$ cat src/design/pyramid_defs.svh
`ifndef PYRAMID_DEFS_SVH
`define PYRAMID_DEFS_SVH

// pixel depth of every level
`define PIX_BITS 8

// octave 1 image size, octave 2 is half of it in each direction
`define IMG_W 8
`define IMG_H 8

// one address space covers a whole 8x8 image
`define ADDR_BITS 6

// read enable to data, both for the buffers and the source memory
`define RD_LATENCY 2

// binomial 3x3 kernel sums to 16
`define BLUR_SHIFT 4

`endif

$ cat src/design/pyramid_pkg.sv
`default_nettype none

`include "pyramid_defs.svh"

package pyramid_pkg;

    typedef logic [`PIX_BITS-1:0] pixel_t;
    typedef logic [`ADDR_BITS-1:0] addr_t;

    typedef struct packed {
        logic  en;
        addr_t addr;
    } mem_rd_t;

    typedef struct packed {
        logic   en;
        addr_t  addr;
        pixel_t pixel;
    } mem_wr_t;

    typedef enum logic [1:0] {O1L1, O1L2, O2L1, O2L2} level_e;

    // one tagged write on the shared level port
    typedef struct packed {
        logic   valid;
        level_e level;
        addr_t  addr;
        pixel_t pixel;
    } level_wr_t;

    typedef enum logic {OCT1, OCT2} octave_e;   // 8x8 or 4x4

    typedef enum logic [2:0] {IDLE, LOAD, BLUR1, DECIM, BLUR2} pyr_state_e;

endpackage

`default_nettype wire

$ cat src/design/pixel_buffer.sv
`timescale 1ns/1ps
`default_nettype none

`include "pyramid_defs.svh"

// stands in for a block ram with output register, two cycle read
module pixel_buffer (
    input  wire                  clk_in,
    input  wire                  rst_in,
    input  pyramid_pkg::mem_wr_t wr,
    input  pyramid_pkg::mem_rd_t rd,
    output pyramid_pkg::pixel_t  rd_pixel
);

    pyramid_pkg::pixel_t mem [2**`ADDR_BITS];
    pyramid_pkg::pixel_t rd_data_q;   // array read stage
    logic                rd_en_q;

    always_ff @(posedge clk_in) begin
        if (wr.en) begin
            mem[wr.addr] <= wr.pixel;
        end
        if (rd.en) begin
            rd_data_q <= mem[rd.addr];
        end
        if (rd_en_q) begin
            rd_pixel <= rd_data_q;   // output register
        end
    end

    always_ff @(posedge clk_in) begin
        if (rst_in) begin
            rd_en_q <= 1'b0;
        end else begin
            rd_en_q <= rd.en;
        end
    end

endmodule

`default_nettype wire

$ cat src/design/source_reader.sv
`timescale 1ns/1ps
`default_nettype none

`include "pyramid_defs.svh"

module source_reader (
    input  wire                  clk_in,
    input  wire                  rst_in,
    input  wire                  start,
    output pyramid_pkg::mem_rd_t src_rd,
    input  pyramid_pkg::pixel_t  src_pixel,
    output pyramid_pkg::mem_wr_t wr,
    output logic                 done
);

    localparam pyramid_pkg::addr_t LAST_ADDR = pyramid_pkg::addr_t'(`IMG_W * `IMG_H - 1);

    logic                 active;
    pyramid_pkg::addr_t   addr;
    pyramid_pkg::mem_rd_t rd_pipe [`RD_LATENCY];   // matches the memory latency

    assign src_rd.en   = active;
    assign src_rd.addr = addr;

    // returning pixel lines up with the oldest pipe entry
    assign wr.en    = rd_pipe[`RD_LATENCY-1].en;
    assign wr.addr  = rd_pipe[`RD_LATENCY-1].addr;
    assign wr.pixel = src_pixel;

    always_ff @(posedge clk_in) begin
        if (rst_in) begin
            active <= 1'b0;
            addr   <= '0;
            done   <= 1'b0;
            for (int i = 0; i < `RD_LATENCY; i++) begin
                rd_pipe[i] <= '0;
            end
        end else begin
            if (start) begin
                active <= 1'b1;
                addr   <= '0;
            end else if (active) begin
                addr <= addr + 1'b1;
                if (addr == LAST_ADDR) begin
                    active <= 1'b0;
                end
            end
            rd_pipe[0] <= src_rd;
            for (int i = 1; i < `RD_LATENCY; i++) begin
                rd_pipe[i] <= rd_pipe[i-1];
            end
            done <= wr.en && (wr.addr == LAST_ADDR);   // after the final write
        end
    end

endmodule

`default_nettype wire

$ cat src/design/blur_engine.sv
`timescale 1ns/1ps
`default_nettype none

`include "pyramid_defs.svh"

// 3x3 binomial blur, nine tap reads per output pixel, edges clamped
module blur_engine (
    input  wire                  clk_in,
    input  wire                  rst_in,
    input  wire                  start,
    input  pyramid_pkg::octave_e octave,
    output pyramid_pkg::mem_rd_t rd,
    input  pyramid_pkg::pixel_t  rd_pixel,
    output pyramid_pkg::mem_wr_t wr,
    output logic                 done
);

    localparam int ACC_BITS = `PIX_BITS + `BLUR_SHIFT;

    typedef struct packed {
        logic               en;
        logic               last;     // ninth tap of a pixel
        logic [1:0]         wshift;   // weight 1, 2 or 4 as a shift
        pyramid_pkg::addr_t out_addr;
    } tap_t;

    logic [3:0]         side_w;
    logic [3:0]         side_h;
    pyramid_pkg::addr_t last_addr;

    logic          active;
    logic [2:0]    x;
    logic [2:0]    y;
    logic [1:0]    tap_col;
    logic [1:0]    tap_row;
    int            nx;
    int            ny;
    tap_t          tap;
    tap_t          tap_pipe [`RD_LATENCY];
    logic [ACC_BITS-1:0] acc;
    logic [ACC_BITS-1:0] acc_next;

    assign side_w    = (octave == pyramid_pkg::OCT1) ? 4'(`IMG_W) : 4'(`IMG_W / 2);
    assign side_h    = (octave == pyramid_pkg::OCT1) ? 4'(`IMG_H) : 4'(`IMG_H / 2);
    assign last_addr = pyramid_pkg::addr_t'(side_w * side_h - 1);

    // neighbour coordinates, clamped to the current image
    always_comb begin
        nx = int'(x) + int'(tap_col) - 1;
        ny = int'(y) + int'(tap_row) - 1;
        if (nx < 0) begin
            nx = 0;
        end else if (nx > int'(side_w) - 1) begin
            nx = int'(side_w) - 1;
        end
        if (ny < 0) begin
            ny = 0;
        end else if (ny > int'(side_h) - 1) begin
            ny = int'(side_h) - 1;
        end
    end

    assign rd.en   = active;
    assign rd.addr = pyramid_pkg::addr_t'(ny * int'(side_w) + nx);

    assign tap.en       = active;
    assign tap.last     = (tap_col == 2'd2) && (tap_row == 2'd2);
    assign tap.wshift   = 2'(tap_col == 2'd1) + 2'(tap_row == 2'd1);
    assign tap.out_addr = pyramid_pkg::addr_t'(int'(y) * int'(side_w) + int'(x));

    assign acc_next = acc + (ACC_BITS'(rd_pixel) << tap_pipe[`RD_LATENCY-1].wshift);

    // tap sweep, column fastest, then row, then x, then y
    always_ff @(posedge clk_in) begin
        if (rst_in) begin
            active  <= 1'b0;
            x       <= '0;
            y       <= '0;
            tap_col <= '0;
            tap_row <= '0;
        end else if (start) begin
            active  <= 1'b1;
            x       <= '0;
            y       <= '0;
            tap_col <= '0;
            tap_row <= '0;
        end else if (active) begin
            if (tap_col != 2'd2) begin
                tap_col <= tap_col + 1'b1;
            end else begin
                tap_col <= '0;
                if (tap_row != 2'd2) begin
                    tap_row <= tap_row + 1'b1;
                end else begin
                    tap_row <= '0;
                    if (x != 3'(side_w - 1)) begin
                        x <= x + 1'b1;
                    end else begin
                        x <= '0;
                        if (y != 3'(side_h - 1)) begin
                            y <= y + 1'b1;
                        end else begin
                            active <= 1'b0;   // final tap issued
                        end
                    end
                end
            end
        end
    end

    always_ff @(posedge clk_in) begin
        if (rst_in) begin
            acc  <= '0;
            wr   <= '0;
            done <= 1'b0;
            for (int i = 0; i < `RD_LATENCY; i++) begin
                tap_pipe[i] <= '0;
            end
        end else begin
            tap_pipe[0] <= tap;
            for (int i = 1; i < `RD_LATENCY; i++) begin
                tap_pipe[i] <= tap_pipe[i-1];
            end
            wr.en <= 1'b0;
            if (start) begin
                acc <= '0;
            end else if (tap_pipe[`RD_LATENCY-1].en) begin
                if (tap_pipe[`RD_LATENCY-1].last) begin
                    acc      <= '0;
                    wr.en    <= 1'b1;
                    wr.addr  <= tap_pipe[`RD_LATENCY-1].out_addr;
                    wr.pixel <= pyramid_pkg::pixel_t'(acc_next >> `BLUR_SHIFT);   // truncates
                end else begin
                    acc <= acc_next;
                end
            end
            done <= wr.en && (wr.addr == last_addr);
        end
    end

endmodule

`default_nettype wire

$ cat src/design/decimator.sv
`timescale 1ns/1ps
`default_nettype none

`include "pyramid_defs.svh"

// keeps every second pixel of every second row, 8x8 in, 4x4 out
module decimator (
    input  wire                  clk_in,
    input  wire                  rst_in,
    input  wire                  start,
    output pyramid_pkg::mem_rd_t rd,
    input  pyramid_pkg::pixel_t  rd_pixel,
    output pyramid_pkg::mem_wr_t wr,
    output logic                 done
);

    localparam int OUT_W = `IMG_W / 2;
    localparam int OUT_H = `IMG_H / 2;
    localparam pyramid_pkg::addr_t LAST_OUT = pyramid_pkg::addr_t'(OUT_W * OUT_H - 1);

    logic                 active;
    logic [1:0]           ox;
    logic [1:0]           oy;
    pyramid_pkg::mem_rd_t out_pipe [`RD_LATENCY];   // output address rides along

    assign rd.en   = active;
    assign rd.addr = pyramid_pkg::addr_t'(2 * oy * `IMG_W + 2 * ox);

    assign wr.en    = out_pipe[`RD_LATENCY-1].en;
    assign wr.addr  = out_pipe[`RD_LATENCY-1].addr;
    assign wr.pixel = rd_pixel;

    always_ff @(posedge clk_in) begin
        if (rst_in) begin
            active <= 1'b0;
            ox     <= '0;
            oy     <= '0;
            done   <= 1'b0;
            for (int i = 0; i < `RD_LATENCY; i++) begin
                out_pipe[i] <= '0;
            end
        end else begin
            if (start) begin
                active <= 1'b1;
                ox     <= '0;
                oy     <= '0;
            end else if (active) begin
                if (ox != 2'(OUT_W - 1)) begin
                    ox <= ox + 1'b1;
                end else begin
                    ox <= '0;
                    oy <= oy + 1'b1;
                    if (oy == 2'(OUT_H - 1)) begin
                        active <= 1'b0;
                    end
                end
            end
            out_pipe[0].en   <= active;
            out_pipe[0].addr <= pyramid_pkg::addr_t'(oy * OUT_W + ox);
            for (int i = 1; i < `RD_LATENCY; i++) begin
                out_pipe[i] <= out_pipe[i-1];
            end
            done <= wr.en && (wr.addr == LAST_OUT);
        end
    end

endmodule

`default_nettype wire

$ cat src/design/pyramid_sequencer.sv
`timescale 1ns/1ps
`default_nettype none

module pyramid_sequencer (
    input  wire                    clk_in,
    input  wire                    rst_in,
    input  wire                    start,
    output logic                   load_start,
    output logic                   blur_start,
    output logic                   decim_start,
    input  wire                    load_done,
    input  wire                    blur_done,
    input  wire                    decim_done,
    output pyramid_pkg::octave_e   blur_octave,
    input  pyramid_pkg::mem_wr_t   load_wr,
    input  pyramid_pkg::mem_wr_t   blur_wr,
    input  pyramid_pkg::mem_wr_t   decim_wr,
    input  pyramid_pkg::mem_rd_t   blur_rd,
    input  pyramid_pkg::mem_rd_t   decim_rd,
    output pyramid_pkg::mem_wr_t   buf_a_wr,
    output pyramid_pkg::mem_wr_t   buf_b_wr,
    output pyramid_pkg::mem_rd_t   buf_a_rd,
    output pyramid_pkg::mem_rd_t   buf_b_rd,
    input  pyramid_pkg::pixel_t    buf_a_pixel,
    input  pyramid_pkg::pixel_t    buf_b_pixel,
    output pyramid_pkg::pixel_t    blur_pixel,
    output pyramid_pkg::pixel_t    decim_pixel,
    output pyramid_pkg::level_wr_t level_wr,
    output logic                   done
);

    pyramid_pkg::pyr_state_e state;
    logic                    entered;   // first cycle of a new stage
    pyramid_pkg::mem_wr_t    stage_wr;
    pyramid_pkg::level_e     stage_level;

    always_ff @(posedge clk_in) begin
        if (rst_in) begin
            state       <= pyramid_pkg::IDLE;
            entered     <= 1'b0;
            load_start  <= 1'b0;
            blur_start  <= 1'b0;
            decim_start <= 1'b0;
            done        <= 1'b0;
        end else begin
            entered     <= 1'b0;
            load_start  <= entered && (state == pyramid_pkg::LOAD);
            blur_start  <= entered && (state == pyramid_pkg::BLUR1 || state == pyramid_pkg::BLUR2);
            decim_start <= entered && (state == pyramid_pkg::DECIM);
            done        <= (state == pyramid_pkg::BLUR2) && blur_done;
            case (state)
                pyramid_pkg::IDLE: if (start) begin
                    state   <= pyramid_pkg::LOAD;
                    entered <= 1'b1;
                end
                pyramid_pkg::LOAD: if (load_done) begin
                    state   <= pyramid_pkg::BLUR1;
                    entered <= 1'b1;
                end
                pyramid_pkg::BLUR1: if (blur_done) begin
                    state   <= pyramid_pkg::DECIM;
                    entered <= 1'b1;
                end
                pyramid_pkg::DECIM: if (decim_done) begin
                    state   <= pyramid_pkg::BLUR2;
                    entered <= 1'b1;
                end
                pyramid_pkg::BLUR2: if (blur_done) begin
                    state <= pyramid_pkg::IDLE;
                end
                default: state <= pyramid_pkg::IDLE;
            endcase
        end
    end

    assign blur_octave = (state == pyramid_pkg::BLUR2) ? pyramid_pkg::OCT2 : pyramid_pkg::OCT1;

    // buffer A and B swap roles each stage, idle ports stay disabled
    always_comb begin
        buf_a_wr    = '0;
        buf_b_wr    = '0;
        buf_a_rd    = '0;
        buf_b_rd    = '0;
        blur_pixel  = '0;
        decim_pixel = '0;
        stage_wr    = '0;
        stage_level = pyramid_pkg::O1L1;
        case (state)
            pyramid_pkg::LOAD: begin
                buf_a_wr = load_wr;
                stage_wr = load_wr;
            end
            pyramid_pkg::BLUR1, pyramid_pkg::BLUR2: begin
                buf_a_rd    = blur_rd;
                blur_pixel  = buf_a_pixel;
                buf_b_wr    = blur_wr;
                stage_wr    = blur_wr;
                stage_level = (state == pyramid_pkg::BLUR1) ? pyramid_pkg::O1L2 : pyramid_pkg::O2L2;
            end
            pyramid_pkg::DECIM: begin
                buf_b_rd    = decim_rd;
                decim_pixel = buf_b_pixel;
                buf_a_wr    = decim_wr;   // octave 2 lives in the low addresses
                stage_wr    = decim_wr;
                stage_level = pyramid_pkg::O2L1;
            end
            default: ;
        endcase
    end

    assign level_wr.valid = stage_wr.en;
    assign level_wr.level = stage_level;
    assign level_wr.addr  = stage_wr.addr;
    assign level_wr.pixel = stage_wr.pixel;

endmodule

`default_nettype wire

$ cat src/design/pyramid_top.sv
`timescale 1ns/1ps
`default_nettype none

module pyramid_top (
    input  wire                    clk_in,
    input  wire                    rst_in,
    input  wire                    start,
    output pyramid_pkg::mem_rd_t   src_rd,
    input  pyramid_pkg::pixel_t    src_pixel,
    output pyramid_pkg::level_wr_t level_wr,
    output logic                   done
);

    logic                 load_start, blur_start, decim_start;
    logic                 load_done, blur_done, decim_done;
    pyramid_pkg::octave_e blur_octave;
    pyramid_pkg::mem_wr_t load_wr, blur_wr, decim_wr;
    pyramid_pkg::mem_rd_t blur_rd, decim_rd;
    pyramid_pkg::mem_wr_t buf_a_wr, buf_b_wr;
    pyramid_pkg::mem_rd_t buf_a_rd, buf_b_rd;
    pyramid_pkg::pixel_t  buf_a_pixel, buf_b_pixel;
    pyramid_pkg::pixel_t  blur_pixel, decim_pixel;

    source_reader u_source_reader (
        .clk_in(clk_in), .rst_in(rst_in), .start(load_start),
        .src_rd(src_rd), .src_pixel(src_pixel),
        .wr(load_wr), .done(load_done)
    );

    blur_engine u_blur_engine (
        .clk_in(clk_in), .rst_in(rst_in), .start(blur_start), .octave(blur_octave),
        .rd(blur_rd), .rd_pixel(blur_pixel),
        .wr(blur_wr), .done(blur_done)
    );

    decimator u_decimator (
        .clk_in(clk_in), .rst_in(rst_in), .start(decim_start),
        .rd(decim_rd), .rd_pixel(decim_pixel),
        .wr(decim_wr), .done(decim_done)
    );

    pyramid_sequencer u_sequencer (
        .clk_in(clk_in), .rst_in(rst_in), .start(start),
        .load_start(load_start), .blur_start(blur_start), .decim_start(decim_start),
        .load_done(load_done), .blur_done(blur_done), .decim_done(decim_done),
        .blur_octave(blur_octave),
        .load_wr(load_wr), .blur_wr(blur_wr), .decim_wr(decim_wr),
        .blur_rd(blur_rd), .decim_rd(decim_rd),
        .buf_a_wr(buf_a_wr), .buf_b_wr(buf_b_wr),
        .buf_a_rd(buf_a_rd), .buf_b_rd(buf_b_rd),
        .buf_a_pixel(buf_a_pixel), .buf_b_pixel(buf_b_pixel),
        .blur_pixel(blur_pixel), .decim_pixel(decim_pixel),
        .level_wr(level_wr), .done(done)
    );

    pixel_buffer u_buf_a (
        .clk_in(clk_in), .rst_in(rst_in), .wr(buf_a_wr), .rd(buf_a_rd), .rd_pixel(buf_a_pixel)
    );

    pixel_buffer u_buf_b (
        .clk_in(clk_in), .rst_in(rst_in), .wr(buf_b_wr), .rd(buf_b_rd), .rd_pixel(buf_b_pixel)
    );

endmodule

`default_nettype wire

$ cat config.mk
export PLATFORM = sky130hd
export DESIGN_NAME = pyramid_top
export DESIGN_NICKNAME = d
export VERILOG_FILES = /design/src/design/pyramid_pkg.sv /design/src/design/pixel_buffer.sv /design/src/design/source_reader.sv /design/src/design/blur_engine.sv /design/src/design/decimator.sv /design/src/design/pyramid_sequencer.sv /design/src/design/pyramid_top.sv
export VERILOG_INCLUDE_DIRS = /design/src /design/src/design
export SDC_FILE = /design/constraint.sdc
export NUM_CORES = 1
export LEC_CHECK = 0
export ABC_AREA = 1
export BUFFER_PORTS_ARGS = -buffer_cell sky130_fd_sc_hd__buf_2
export CAP_MARGIN = 15
export CORE_MARGIN = 3
export CORE_UTILIZATION = 35
export DETAILED_ROUTE_END_ITERATION = 10
export HOLD_SLACK_MARGIN = 0.02
export PLACE_DENSITY = 0.47
export SYNTH_ARGS = -nofsm -noshare
export SYNTH_HDL_FRONTEND = slang
export SYNTH_SLANG_ARGS = --single-unit
$ cat constraint.sdc
create_clock -name clk_in -period 12.2 [get_ports clk_in]
set_clock_uncertainty 0.05 [all_clocks]
set_input_delay 2.44 -clock clk_in [delete_from_list [all_inputs] [get_ports clk_in]]
set_output_delay 2.44 -clock clk_in [all_outputs]
set_load 0.005 [all_outputs]
==> run summary, run 1 <==
• 10.5 um^2 — Avg Synthesized Cell Area
• 146 mm — first-pass GRT wire length
• 0.105 mV — maximum VDD drop
• 0 — Fin. Hold Viols
• 672 — count of flip-flops with a built-in enable after synthesis
• 0 ns — Total Negative Setup Slacks
• 0 — grt total ovfl
• clkbuf_16 — CTS root buffer
• 114 — Cell Rows
• 3293 — Post-Syn Instances
• 154 mW/mm^2 — PwrDens
• 5 — number of search-and-repair iterations in the first detailed-routing pass
• 64.6% — portion of the post-synthesis area used by sequential elements
• 47 — count of unique library cells instantiated by Yosys
• 15.2 nW — leakage
• 0 — antenna diode count
• built — TritonCTS clock tree
• 0 — number of buffers inserted by hold repair at cts
• 58.0 mm — total half-perimeter wirelength after legalization and detailed placement
• 21.0 um — wire length per cell
• 3 — level count of the clock H-tree
• 3 — maximum buffer depth of the clock tree
• finished clean — result of the run
• 35.5% — initial cell density of the core
• 0 — post-CTS resize count
• 8 — initial antenna violation count
• flop — category of the worst setup path launch point
• 779 — number of synthesized register bits
• 7.36 ns — Arrival @ worst endpoint
• 5.09 — number of vias per cell after detailed routing
• 0 — post-CTS setup repair buffer count
• 145 MHz — Peak Freq
• 0.06 ns — clock slew at the register clock pins of the worst setup and hold paths
• 4464 — number of cells in the design after placement
• 0 — Final setup violation count
• 5.95 mW — Total Power Consumption
• 0.64 ns — insertion delay of the later-clocked pin in the worst-skew pair
• 96.9 mm — final wirelength
• 0% — async set or reset register ratio after synthesis
• 1.13 ns — slew at the pin closest to its max-slew limit
• 320 um — die span in y
• 0 — Residual DRC
• 5.29 ns — slack of the critical path
• 169 — largest net degree at the start of global routing
• 779 — total number of clock tree sinks
• 4622 — final cell count without fillers
• 18.7% — Tot GR Track Use
• 23200 — number of global-route vias before repair
• 0.0973 mm^2 — Placeable Area
• edfxtp_1 — most frequent standard cell in the layout excluding fill and tap cells
• 7.47% — layout cell share with drive strength beyond 1
• 0 — number of warnings printed during yosys synthesis
• 5.36 ns — worst setup timing slack at the placement stage
• flop to flop — critical path start-end classification
• edfxtp_1 — primary flip-flop cell chosen by synthesis mapping
• 0 — number of max-slew violations in the final report
• flop to flop — type of the most critical hold path
• 86 — total clock buffers created by CTS
• 15 — worst-path fanout max
• 0.0345 mm^2 — Post-Syn Area
• 24.7% — worst slew margin relative to its limit
• edfxtp_1, inv_1, nand3_1 — top library cells by usage in the layout, fill and taps aside
• flop — Worst setup EP type
• 3333 — net count of the finished layout
• 12.65 ns — critical path required time
• 320 um — chip width
• 0.102 mm^2 — area of the die
• 0 — count of nets left with antenna violations after detail routing
• 0 — number of maximum-capacitance constraint violations
• 0.851 — gpl congestion
• 36 — total I/O pin count
• 23500 — total number of vias
• 6.91 ns — final critical path time including I/O delays and setup
• 35 — number of buffer cells added on primary ports
• 2026 — first-iteration detailed-routing DRC count
• 11.6% — growth of design area from synthesis to finish
• 0.351 ns — worst hold margin
• false — RSZ-0062 raised after global routing
• 56.6% — crit share post-route
[synth_stat cells (4+ instances only)]
cell      count  area share (%)
a211oi_1      6            0.13
o22ai_1       6            0.11
o21ai_1       7            0.10
clkbuf_1     75            0.81
or2_1        10            0.18
clkinv_1      5           0.054
buf_4         8            0.17
inv_2         7           0.076
nand3_1     468             6.8
a21oi_1      49            0.71
nand4_1      71             1.3
xor2_1        9            0.23
o21a_1        5            0.11
inv_1       511             5.6
mux2i_1      18            0.52
nand2_1     465             5.1
o211ai_1      8            0.17
nor2_1      225             2.4
dfxtp_1     107             6.2
edfxtp_1    672              58
o21ai_0     165             2.4
or2_2        33            0.60
nand3b_1    142             3.1
nand2_2       4           0.072
a31oi_1       9            0.16
o221ai_1     26            0.66
ha_1         43             1.6
buf_1        15            0.16
nor3_1       20            0.29
buf_2        74             1.1
xnor2_1       4            0.10
[sequential cells by signal (all words and copies together), names as in the netlist, 2 cells and up]
name,cells
u_source_reader.rd_pipe,14
u_decimator.oy,2
u_decimator.ox,2
u_source_reader.addr,6
u_buf_b.mem,128
u_buf_b.rd_data_q,8
u_buf_a.rd_data_q,8
u_blur_engine.tap_row,2
u_buf_a.mem,512
u_blur_engine.wr,15
u_blur_engine.x,3
u_blur_engine.tap_pipe,20
u_blur_engine.tap_col,2
u_sequencer.state,3
u_buf_a.rd_pixel,8
u_blur_engine.acc,12
u_decimator.out_pipe,10
u_blur_engine.y,3
u_buf_b.rd_pixel,8
[final cells by class]
| class | instances | area [um^2] |
|---|---|---|
| well taps | 1276 | 1600 |
| clock buffers | 117 | 2440 |
| fillers | 9421 | 58700 |
| multi-input cells | 1819 | 9550 |
| repair buffers | 67 | 428 |
| flip-flops and latches | 779 | 22300 |
| inverters | 523 | 1960 |
| clock inverters | 41 | 258 |
[stage by stage]
| step | area, um^2 | utilization [%] |
|---|---|---|
| 4_1_cts | 38600 | 39.6 |
| 5_1_grt | 38600 | 39.6 |
| 2_1_floorplan | 34500 | - |
| 6_report | 38600 | 39.6 |
| 3_5_place_dp | 35900 | 36.9 |
| 3_3_place_gp | 35900 | 36.9 |
[power breakdown]
part / total [mW] / switching (mW) / leakage, nW / internal (mW)
sequential: 3.03 / 0.00642 / 7.31 / 3.02
clock: 2.51 / 1.07 / 1.33 / 1.44
combinational: 0.410 / 0.348 / 6.52 / 0.0623
total: 5.95 / 1.42 / 15.2 / 4.52
[worst paths after layout]
check,from,endpoint,slack [ns],cells past startpoint
worst min register to register,u_blur_engine.tap_pipe[0][9],u_blur_engine.tap_pipe[0][19],0.35,2
worst max-delay path,u_blur_engine.tap_row[0],u_buf_a.rd_data_q[6],5.29,23
worst min-delay path,u_blur_engine.tap_pipe[0][9],u_blur_engine.tap_pipe[0][19],0.35,2
worst max register to register,u_blur_engine.tap_row[0],u_buf_a.rd_data_q[6],5.29,23
[cell families after synthesis]
logic type / synth area share [%]
other: 0.0109
AND/OR/NAND/NOR: 20.1
adder cells (fa/ha/maj): 1.73
flip-flops: 64.6
XOR/XNOR: 0.330
multiplexers: 0.522
buffers and inverters: 7.94
AO/OA/AOI/OAI: 4.74
[metal layers]
| layer | vias to the layer above | part of all wire, % | global-route usage [%] |
|---|---|---|---|
| met3 | 160 | 6.4 | 3.85 |
| met5 | - | 0.060 | 0 |
| met1 | 11500 | 43 | 24.6 |
| met4 | 8 | 3.1 | 6.90 |
| met2 | 665 | 47 | 30.6 |
| li1 | 11200 | - | - |
[worst max-delay path, cell delays in order, from the launching register on]
cell	delay, ns
dfxtp_1	0.39
ha_1	0.19
inv_1	0.06
fa_1	0.49
ha_1	0.26
xor2_1	0.27
inv_1	0.08
ha_1	0.28
nand2_1	0.04
a21boi_0	0.15
and2_1	0.18
inv_1	0.06
o21ai_0	0.24
nor2_1	0.07
ha_1	0.30
ha_1	0.30
ha_1	0.20
ha_1	0.75
inv_1	0.50
nor2_1	0.87
clkinv_1	0.56
nand3_1	0.21
nand3_1	0.16
nand2_1	0.09
No activity file was read; power rests on OpenSTA's default activity.
==> inputs of run 2 (changes only) <==
==> constraint.sdc (replaced) <==
create_clock -name clk_in -period 6.6 [get_ports clk_in]
set_clock_uncertainty 0.05 [all_clocks]
set_input_delay 1.32 -clock clk_in [delete_from_list [all_inputs] [get_ports clk_in]]
set_output_delay 1.32 -clock clk_in [all_outputs]
set_load 0.005 [all_outputs]
==> run 2 against run 1 <==
Combinational power grew 89%. Sequential cell count is the same. Power grew 86%. Register-to-register slack lost 4.7 ns. Critical path depth is the same. Highest routed layer is now met4.
==> run summary, run 2 (synthesis results as in run 1) <==
• 0.65 ns — insertion delay of the later-clocked pin in the worst-skew pair, about the same
• 0 — Fin. Hold Viols, unchanged
• u_buf_a.mem x512, u_buf_b.mem x128, u_blur_engine.tap_pipe x20 — leading registers by flop count
• 21.0 um — wire length per cell, about the same
• 12.1% — growth of design area from synthesis to finish
• 0.06 ns — clock slew at the register clock pins of the worst setup and hold paths, about the same
• 7.55% — layout cell share with drive strength beyond 1, +0.076 points
• 0 — number of maximum-capacitance constraint violations, unchanged
• 0.860 — gpl congestion, +1.0%
• 97.1 mm — final wirelength, +0.14%
• 0 — Final setup violation count, unchanged
• 24.4% — worst slew margin relative to its limit, -0.27 points
• 5.08 — number of vias per cell after detailed routing, -0.27%
• flop — Worst setup EP type
• 0 — antenna diode count, unchanged
• 3 — initial antenna violation count, -5
• 89 — total clock buffers created by CTS, +3.5%
• edfxtp_1 — most frequent standard cell in the layout excluding fill and tap cells
• 23500 — total number of vias, -0.14%
• 23000 — number of global-route vias before repair, -0.77%
• 0 — post-CTS resize count, unchanged
• u_blur_engine.y[0] — R2R Path Start
• 0 — count of nets left with antenna violations after detail routing, unchanged
• 0 — number of buffers inserted by hold repair at cts, unchanged
• 59.7 mm — total half-perimeter wirelength after legalization and detailed placement, +2.9%
• 3 — level count of the clock H-tree, unchanged
• 286 mW/mm^2 — PwrDens, +85%
• 320 um — chip width, unchanged
• 35 — number of buffer cells added on primary ports, unchanged
• clkbuf_16 — CTS root buffer
• 166 MHz — Peak Freq, +15%
• 0 — post-CTS setup repair buffer count, unchanged
• 36 — total I/O pin count, unchanged
• 1.13 ns — slew at the pin closest to its max-slew limit, +0.00407 ns
• 0 — grt total ovfl, unchanged
• u_blur_engine.y[0] — crit path launch
• 3 — maximum buffer depth of the clock tree, unchanged
• 779 — total number of clock tree sinks, unchanged
• u_buf_a.mem — Top reg by flops
• 91.1% — crit share post-route, +35 points
• 23 — worst reg-to-reg path cell count, unchanged
• 0.0973 mm^2 — Placeable Area, unchanged
• 0 — number of max-slew violations in the final report, unchanged
• 0.151 mV — maximum VDD drop, +43%
• 0 ns — Total Negative Setup Slacks, unchanged
• 0.0387 mm^2 — post-route cell area, +0.43%
• flop — category of the worst setup path launch point
• 35.5% — initial cell density of the core, unchanged
• false — RSZ-0062 raised after global routing
• 320 um — die span in y, unchanged
• 18.8% — Tot GR Track Use, +0.083 points
• edfxtp_1, inv_1, nand3_1 — top library cells by usage in the layout, fill and taps aside
• 6.48 ns — Arrival @ worst endpoint, -0.88 ns
• 2 — worst hold path depth, unchanged
• 15.2 nW — leakage, +0.52%
• 15 — worst-path fanout max, unchanged
• u_blur_engine.tap_pipe[0][6] — hold_sp
• 9493 — Filler Cells Inserted, +0.76%
• 1964 — first-iteration detailed-routing DRC count, -3.1%
• 0.102 mm^2 — area of the die, unchanged
• 3342 — net count of the finished layout, +0.27%
• 7.06 ns — critical path required time, -5.59 ns
• 114 — Cell Rows, unchanged
• flop to flop — type of the most critical hold path
• 11.1 mW — Total Power Consumption, +86%
• flop to flop — critical path start-end classification
• built — TritonCTS clock tree
• finished clean — result of the run
• 146 mm — first-pass GRT wire length, +0.34%
• 512 — number of flip-flops under the largest register name, unchanged
• 0.0360 mm^2 — placed instance area, +0.30%
• 6.01 ns — final critical path time including I/O delays and setup, -0.892 ns
• 0 — Residual DRC, unchanged
• 229 — largest net degree at the start of global routing, +36%
• 6 — number of search-and-repair iterations in the first detailed-routing pass, +1
-- run 2: report_power, final --
group	total, mW	leakage, nW	internal [mW]	switching (mW)
clock network	4.70	1.35	2.75	1.95
registers	5.59	7.31	5.58	0.0111
logic	0.776	6.58	0.127	0.649
-- run 2: final timing paths --
check	endpoint	slack, ns
max	u_buf_a.rd_data_q[6]	0.59
min	u_blur_engine.tap_pipe[0][16]	0.35
max reg2reg	u_buf_a.rd_data_q[6]	0.59
min reg2reg	u_blur_engine.tap_pipe[0][16]	0.35
-- run 2: layout make-up --
| class | count | area [um^2] | area share, % |
|---|---|---|---|
| inverter | 523 | 1960 | 5.07 |
| clock inverter | 29 | 158 | 0.407 |
| sequential | 779 | 22300 | 57.6 |
| clock buffer | 129 | 2600 | 6.70 |
| tap | 1276 | 1600 | 4.12 |
| timing repair buffer | 73 | 536 | 1.38 |
| multi-input combinational | 1819 | 9550 | 24.7 |
-- run 2: per-stage QoR --
stage / utilization [%] / instances / setup WS, ns / hold WS, ns
6_report: 39.8 / 4628 / 0.586 / 0.349
2_1_floorplan: - / 3294 / 1.66 / 0.338
4_1_cts: 39.8 / 4628 / 0.620 / 0.350
3_5_place_dp: 37.0 / 4470 / 0.660 / 0.344
5_1_grt: 39.8 / 4628 / 0.0500 / 0.360
3_3_place_gp: 37.0 / 4469 / 0.610 / 0.339
-- run 2: worst max-delay path, stage by stage, from the launching register on --
cell	delay [ns]
dfxtp_1	0.39
ha_1	0.19
inv_1	0.05
fa_1	0.50
ha_1	0.26
xor2_1	0.27
inv_1	0.09
ha_1	0.28
nand2_1	0.04
a21boi_0	0.13
and2_1	0.18
inv_1	0.06
o21ai_0	0.22
nor2_1	0.09
ha_1	0.31
ha_1	0.29
ha_1	0.20
ha_1	0.32
inv_1	0.20
nor2_1	0.75
clkinv_1	0.57
nand3_1	0.22
nand3_1	0.11
nand2_1	0.08
-- run 2: per-layer routing --
| metal | track usage (%) | part of all wire (%) |
|---|---|---|
| met5 | 0 | 0 |
| met4 | 5.82 | 2.6 |
| met3 | 2.71 | 4.9 |
| met2 | 30.3 | 46 |
| met1 | 26.3 | 46 |
==> inputs of run 3 (changes only) <==
--- a/config.mk
+++ b/config.mk
@@ -6,7 +6,6 @@
 export SDC_FILE = /design/constraint.sdc
 export NUM_CORES = 1
 export LEC_CHECK = 0
-export ABC_AREA = 1
 export BUFFER_PORTS_ARGS = -buffer_cell sky130_fd_sc_hd__buf_2
 export CAP_MARGIN = 15
 export CORE_MARGIN = 3
==> run 3 against run 2 <==
Cell area shrank 5.9%. Clock power is essentially flat. Synthesized area down 7.0%. Critical path type unchanged. Power fell by 8.5%. Synthesized cell count shrank 31%. First-iteration DRC count is 13% lower. Sequential cell count stayed put. Sequential share of layout area up 3.6 points. Global-route usage grew 0.40 points. Wire length down 6.0%. Critical path depth decreased by 3. Combinational power is 83% lower. Largest cell class unchanged.
==> run summary, run 3 <==
• 0.166 mV — maximum VDD drop, +10%
• 3 — maximum buffer depth of the clock tree, unchanged
• 9.43% — fraction of the mapped netlist area in compound gates, +4.7 points
• 0 — antenna diode count, unchanged
• finished clean — result of the run
• 164 MHz — Peak Freq, -1.6%
• 512 — number of flip-flops under the largest register name, unchanged
• 0 — number of warnings printed during yosys synthesis, unchanged
• 0.06 ns — clock slew at the register clock pins of the worst setup and hold paths, about the same
• u_buf_a.mem x512, u_buf_b.mem x128, u_blur_engine.tap_pipe x20 — leading registers by flop count
• 86 — total clock buffers created by CTS, -3.4%
• ha_1 — CP most frequent cell
• 309 um — chip width, -3.5%
• 5.43 — number of vias per cell after detailed routing, +7.0%
• 14 — worst-path fanout max, -1
• 62.8% — area fraction of the dominant cell type after synthesis, +4.4 points
• 1.86% — Adder-Cell Fraction of Synth Area, +0.13 points
• 69 — largest net degree at the start of global routing, -70%
• 91.3 mm — final wirelength, -6.0%
• 14.2 um^2 — Avg Synthesized Cell Area, +35%
• 6.53 ns — Arrival @ worst endpoint, +0.05 ns
• 10.1 mW — Total Power Consumption, -8.5%
• 3 — crit path buf inv count, -2
• 779 — number of synthesized register bits, unchanged
• 13.9% — layout cell share with drive strength beyond 1, +6.3 points
• 0.65 ns — insertion delay of the later-clocked pin in the worst-skew pair, about the same
• 7.02 ns — critical path required time, -0.04 ns
• 135 mm — first-pass GRT wire length, -7.6%
• 0% — async set or reset register ratio after synthesis, unchanged
• 0 — initial antenna violation count, -3
• 0 — Residual DRC, unchanged
• 0 ns — Total Negative Setup Slacks, unchanged
• 0 — post-CTS setup repair buffer count, unchanged
• edfxtp_1 — most frequent standard cell in the layout excluding fill and tap cells
• compound AO/OA/AOI/OAI gates — main combinational cell family by area after synthesis
• edfxtp_1, dfxtp_1, mux2i_1 — main area contributors after synthesis
• 35.5% — initial cell density of the core, about the same
• 25.6 um — wire length per cell, +22%
• 0 — grt total ovfl, unchanged
• 9.26% — fraction of the mapped netlist area in simple logic gates, -11 points
• 92.6% — crit share post-route, +1.5 points
• 81 — count of unique library cells instantiated by Yosys, +72%
• built — TritonCTS clock tree
• simple AND/OR/NAND/NOR gates — Crit path max-delay family
• 309 um — die span in y, -3.5%
• 0 — number of max-slew violations in the final report, unchanged
• 779 — total number of clock tree sinks, unchanged
• 0.0955 mm^2 — area of the die, -6.8%
• 1.04 ns — slew at the pin closest to its max-slew limit, -0.0907 ns
• 2374 — net count of the finished layout, -29%
• 0.899% — fraction of synthesized cell area in xor and xnor cells, +0.57 points
• 7 — number of search-and-repair iterations in the first detailed-routing pass, +1
• 30.2% — worst slew margin relative to its limit, +5.8 points
• flop — Worst setup EP type
• 11.9 nW — leakage, -22%
• 2265 — Post-Syn Instances, -31%
• 6.11 ns — final critical path time including I/O delays and setup, +0.0963 ns
• 19.2% — Tot GR Track Use, +0.40 points
• 6.92% — multiplexer fraction of the synthesized cell area, +6.4 points
• edfxtp_1, nor2_1, a21oi_1 — top library cells by usage in the layout, fill and taps aside
• 13.5% — growth of design area from synthesis to finish
• edfxtp_1 — primary flip-flop cell chosen by synthesis mapping
• 59.1 mm — total half-perimeter wirelength after legalization and detailed placement, -1.0%
• flop to flop — critical path start-end classification
• ha_1 > inv_1 > fa_1 > ha_1 > xor2_1 > inv_1 > ha_1 > nand2_1 > nand2_1 > and3_1 > a211oi_1 > ha_1 > nor2b_1 > nand2_2 > buf_4 > nand3_1 > o22ai_1 > nor4_1 > o32ai_1 > a211oi_1 — critical-path cell list
• 672 — count of flip-flops with a built-in enable after synthesis, unchanged
• clkbuf_16 — CTS root buffer
• 36 — total I/O pin count, unchanged
• 0 — number of maximum-capacitance constraint violations, unchanged
• 0.72 ns — Max stage delay on crit path, -0.03 ns
• 1712 — first-iteration detailed-routing DRC count, -13%
• edfxtp_1 — most frequent cell after synthesis
• nor2b_1 — cell with the largest stage delay on the worst path
• 0 — number of buffers inserted by hold repair at cts, unchanged
• edfxtp_1, nor2_1, a21oi_1 — most frequent cells after synthesis
• 0 — Final setup violation count, unchanged
• 3405 — number of cells in the design after placement, -24%
• flop to flop — type of the most critical hold path
• 0 — count of nets left with antenna violations after detail routing, unchanged
• 3564 — final cell count without fillers, -23%
• 19400 — number of global-route vias before repair, -16%
• 19400 — total number of vias, -18%
• 8348 — Filler Cells Inserted, -12%
• flop — category of the worst setup path launch point
• 35 — number of buffer cells added on primary ports, unchanged
• 0 — post-CTS resize count, unchanged
• 69.5% — portion of the post-synthesis area used by sequential elements, +4.8 points
• 0.0906 mm^2 — Placeable Area, -6.9%
• 110 — Cell Rows, -3.5%
• 278 mW/mm^2 — PwrDens, -2.8%
• 3 — level count of the clock H-tree, unchanged
• u_buf_a.mem — Top reg by flops
• edfxtp_1 — dominant cell type by area after synthesis
• 0.855 — gpl congestion, -0.52%
• 0 — Fin. Hold Viols, unchanged
• false — RSZ-0062 raised after global routing
• 0.0321 mm^2 — Post-Syn Area, -7.0%
-- run 3: changes by cell type in the layout (fill, tap and decap cells not counted), sizes merged, moves of 73 or more --
cell,delta
inv,-488
mux2i,+77
a21oi,+73
nand3b,-137
nand3,-432
nand2,-349
-- run 3: worst reg2reg max path, stage by stage, from the launching register on --
cell and delay, ns:
dfxtp_1 0.42, ha_1 0.20, inv_1 0.05, fa_1 0.48
ha_1 0.25, xor2_1 0.25, inv_1 0.08, ha_1 0.27
nand2_1 0.06, nand2_1 0.06, and3_1 0.21, a211oi_1 0.29
ha_1 0.35, nor2b_1 0.73, nand2_2 0.40, buf_4 0.30
nand3_1 0.29, o22ai_1 0.18, nor4_1 0.55, o32ai_1 0.22
a211oi_1 0.24
-- run 3: path summary, 6_finish.rpt --
| check | startpoint | slack (ns) | cells past startpoint | to |
|---|---|---|---|---|
| worst max register to register | u_blur_engine.tap_row[0] | 0.49 | 20 | u_buf_a.rd_data_q[3] |
| worst min register to register | u_buf_b.rd_data_q[2] | 0.37 | 0 | u_buf_b.rd_pixel[2] |
| worst max-delay path | u_blur_engine.tap_row[0] | 0.49 | 20 | u_buf_a.rd_data_q[3] |
| worst min-delay path | u_buf_b.rd_data_q[2] | 0.37 | 0 | u_buf_b.rd_pixel[2] |
-- run 3: metal layers --
layer  global-route usage [%]  vias up  share of wire [%]
met3                     2.84      137                4.7
met1                     26.0     9881                 44
met2                     32.1      519                 49
met5                        0        -                  0
li1                         -     8830                  -
met4                     5.64        0                2.6
-- run 3: per-stage QoR --
| stage | worst slack, ns | area [um^2] | util, % | hold WS [ns] |
|---|---|---|---|---|
| 2_1_floorplan | 1.35 | 32100 | - | 0.350 |
| 3_3_place_gp | 0.605 | 33700 | 37.3 | 0.352 |
| 3_5_place_dp | 0.643 | 33700 | 37.3 | 0.356 |
| 4_1_cts | 0.604 | 36500 | 40.3 | 0.371 |
| 5_1_grt | 0.182 | 36500 | 40.3 | 0.384 |
| 6_report | 0.490 | 36500 | 40.3 | 0.369 |
-- run 3: kinds of logic after synthesis --
logic type,after synthesis
xor+xnor,30
simple gates,625
buf+inv,153
other cells,1
flops,779
fa+ha+maj,46
compound gates,458
mux,173
-- run 3: where the power goes --
group / leakage, nW / internal [mW] / switching (mW) / total (mW)
Sequential: 6.90 / 5.33 / 0.00213 / 5.33
Combinational: 3.64 / 0.0252 / 0.107 / 0.133
Clock: 1.32 / 2.68 / 1.99 / 4.67
-- run 3: area by class of cell --
class / instances / area, um^2 / share of cell area [%]
flip-flops and latches: 779 / 22300 / 61.2
multi-input cells: 1334 / 9220 / 25.3
clock buffers: 112 / 2310 / 6.34
well taps: 1176 / 1470 / 4.04
repair buffers: 89 / 618 / 1.70
clock inverters: 47 / 410 / 1.13
inverters: 27 / 101 / 0.278
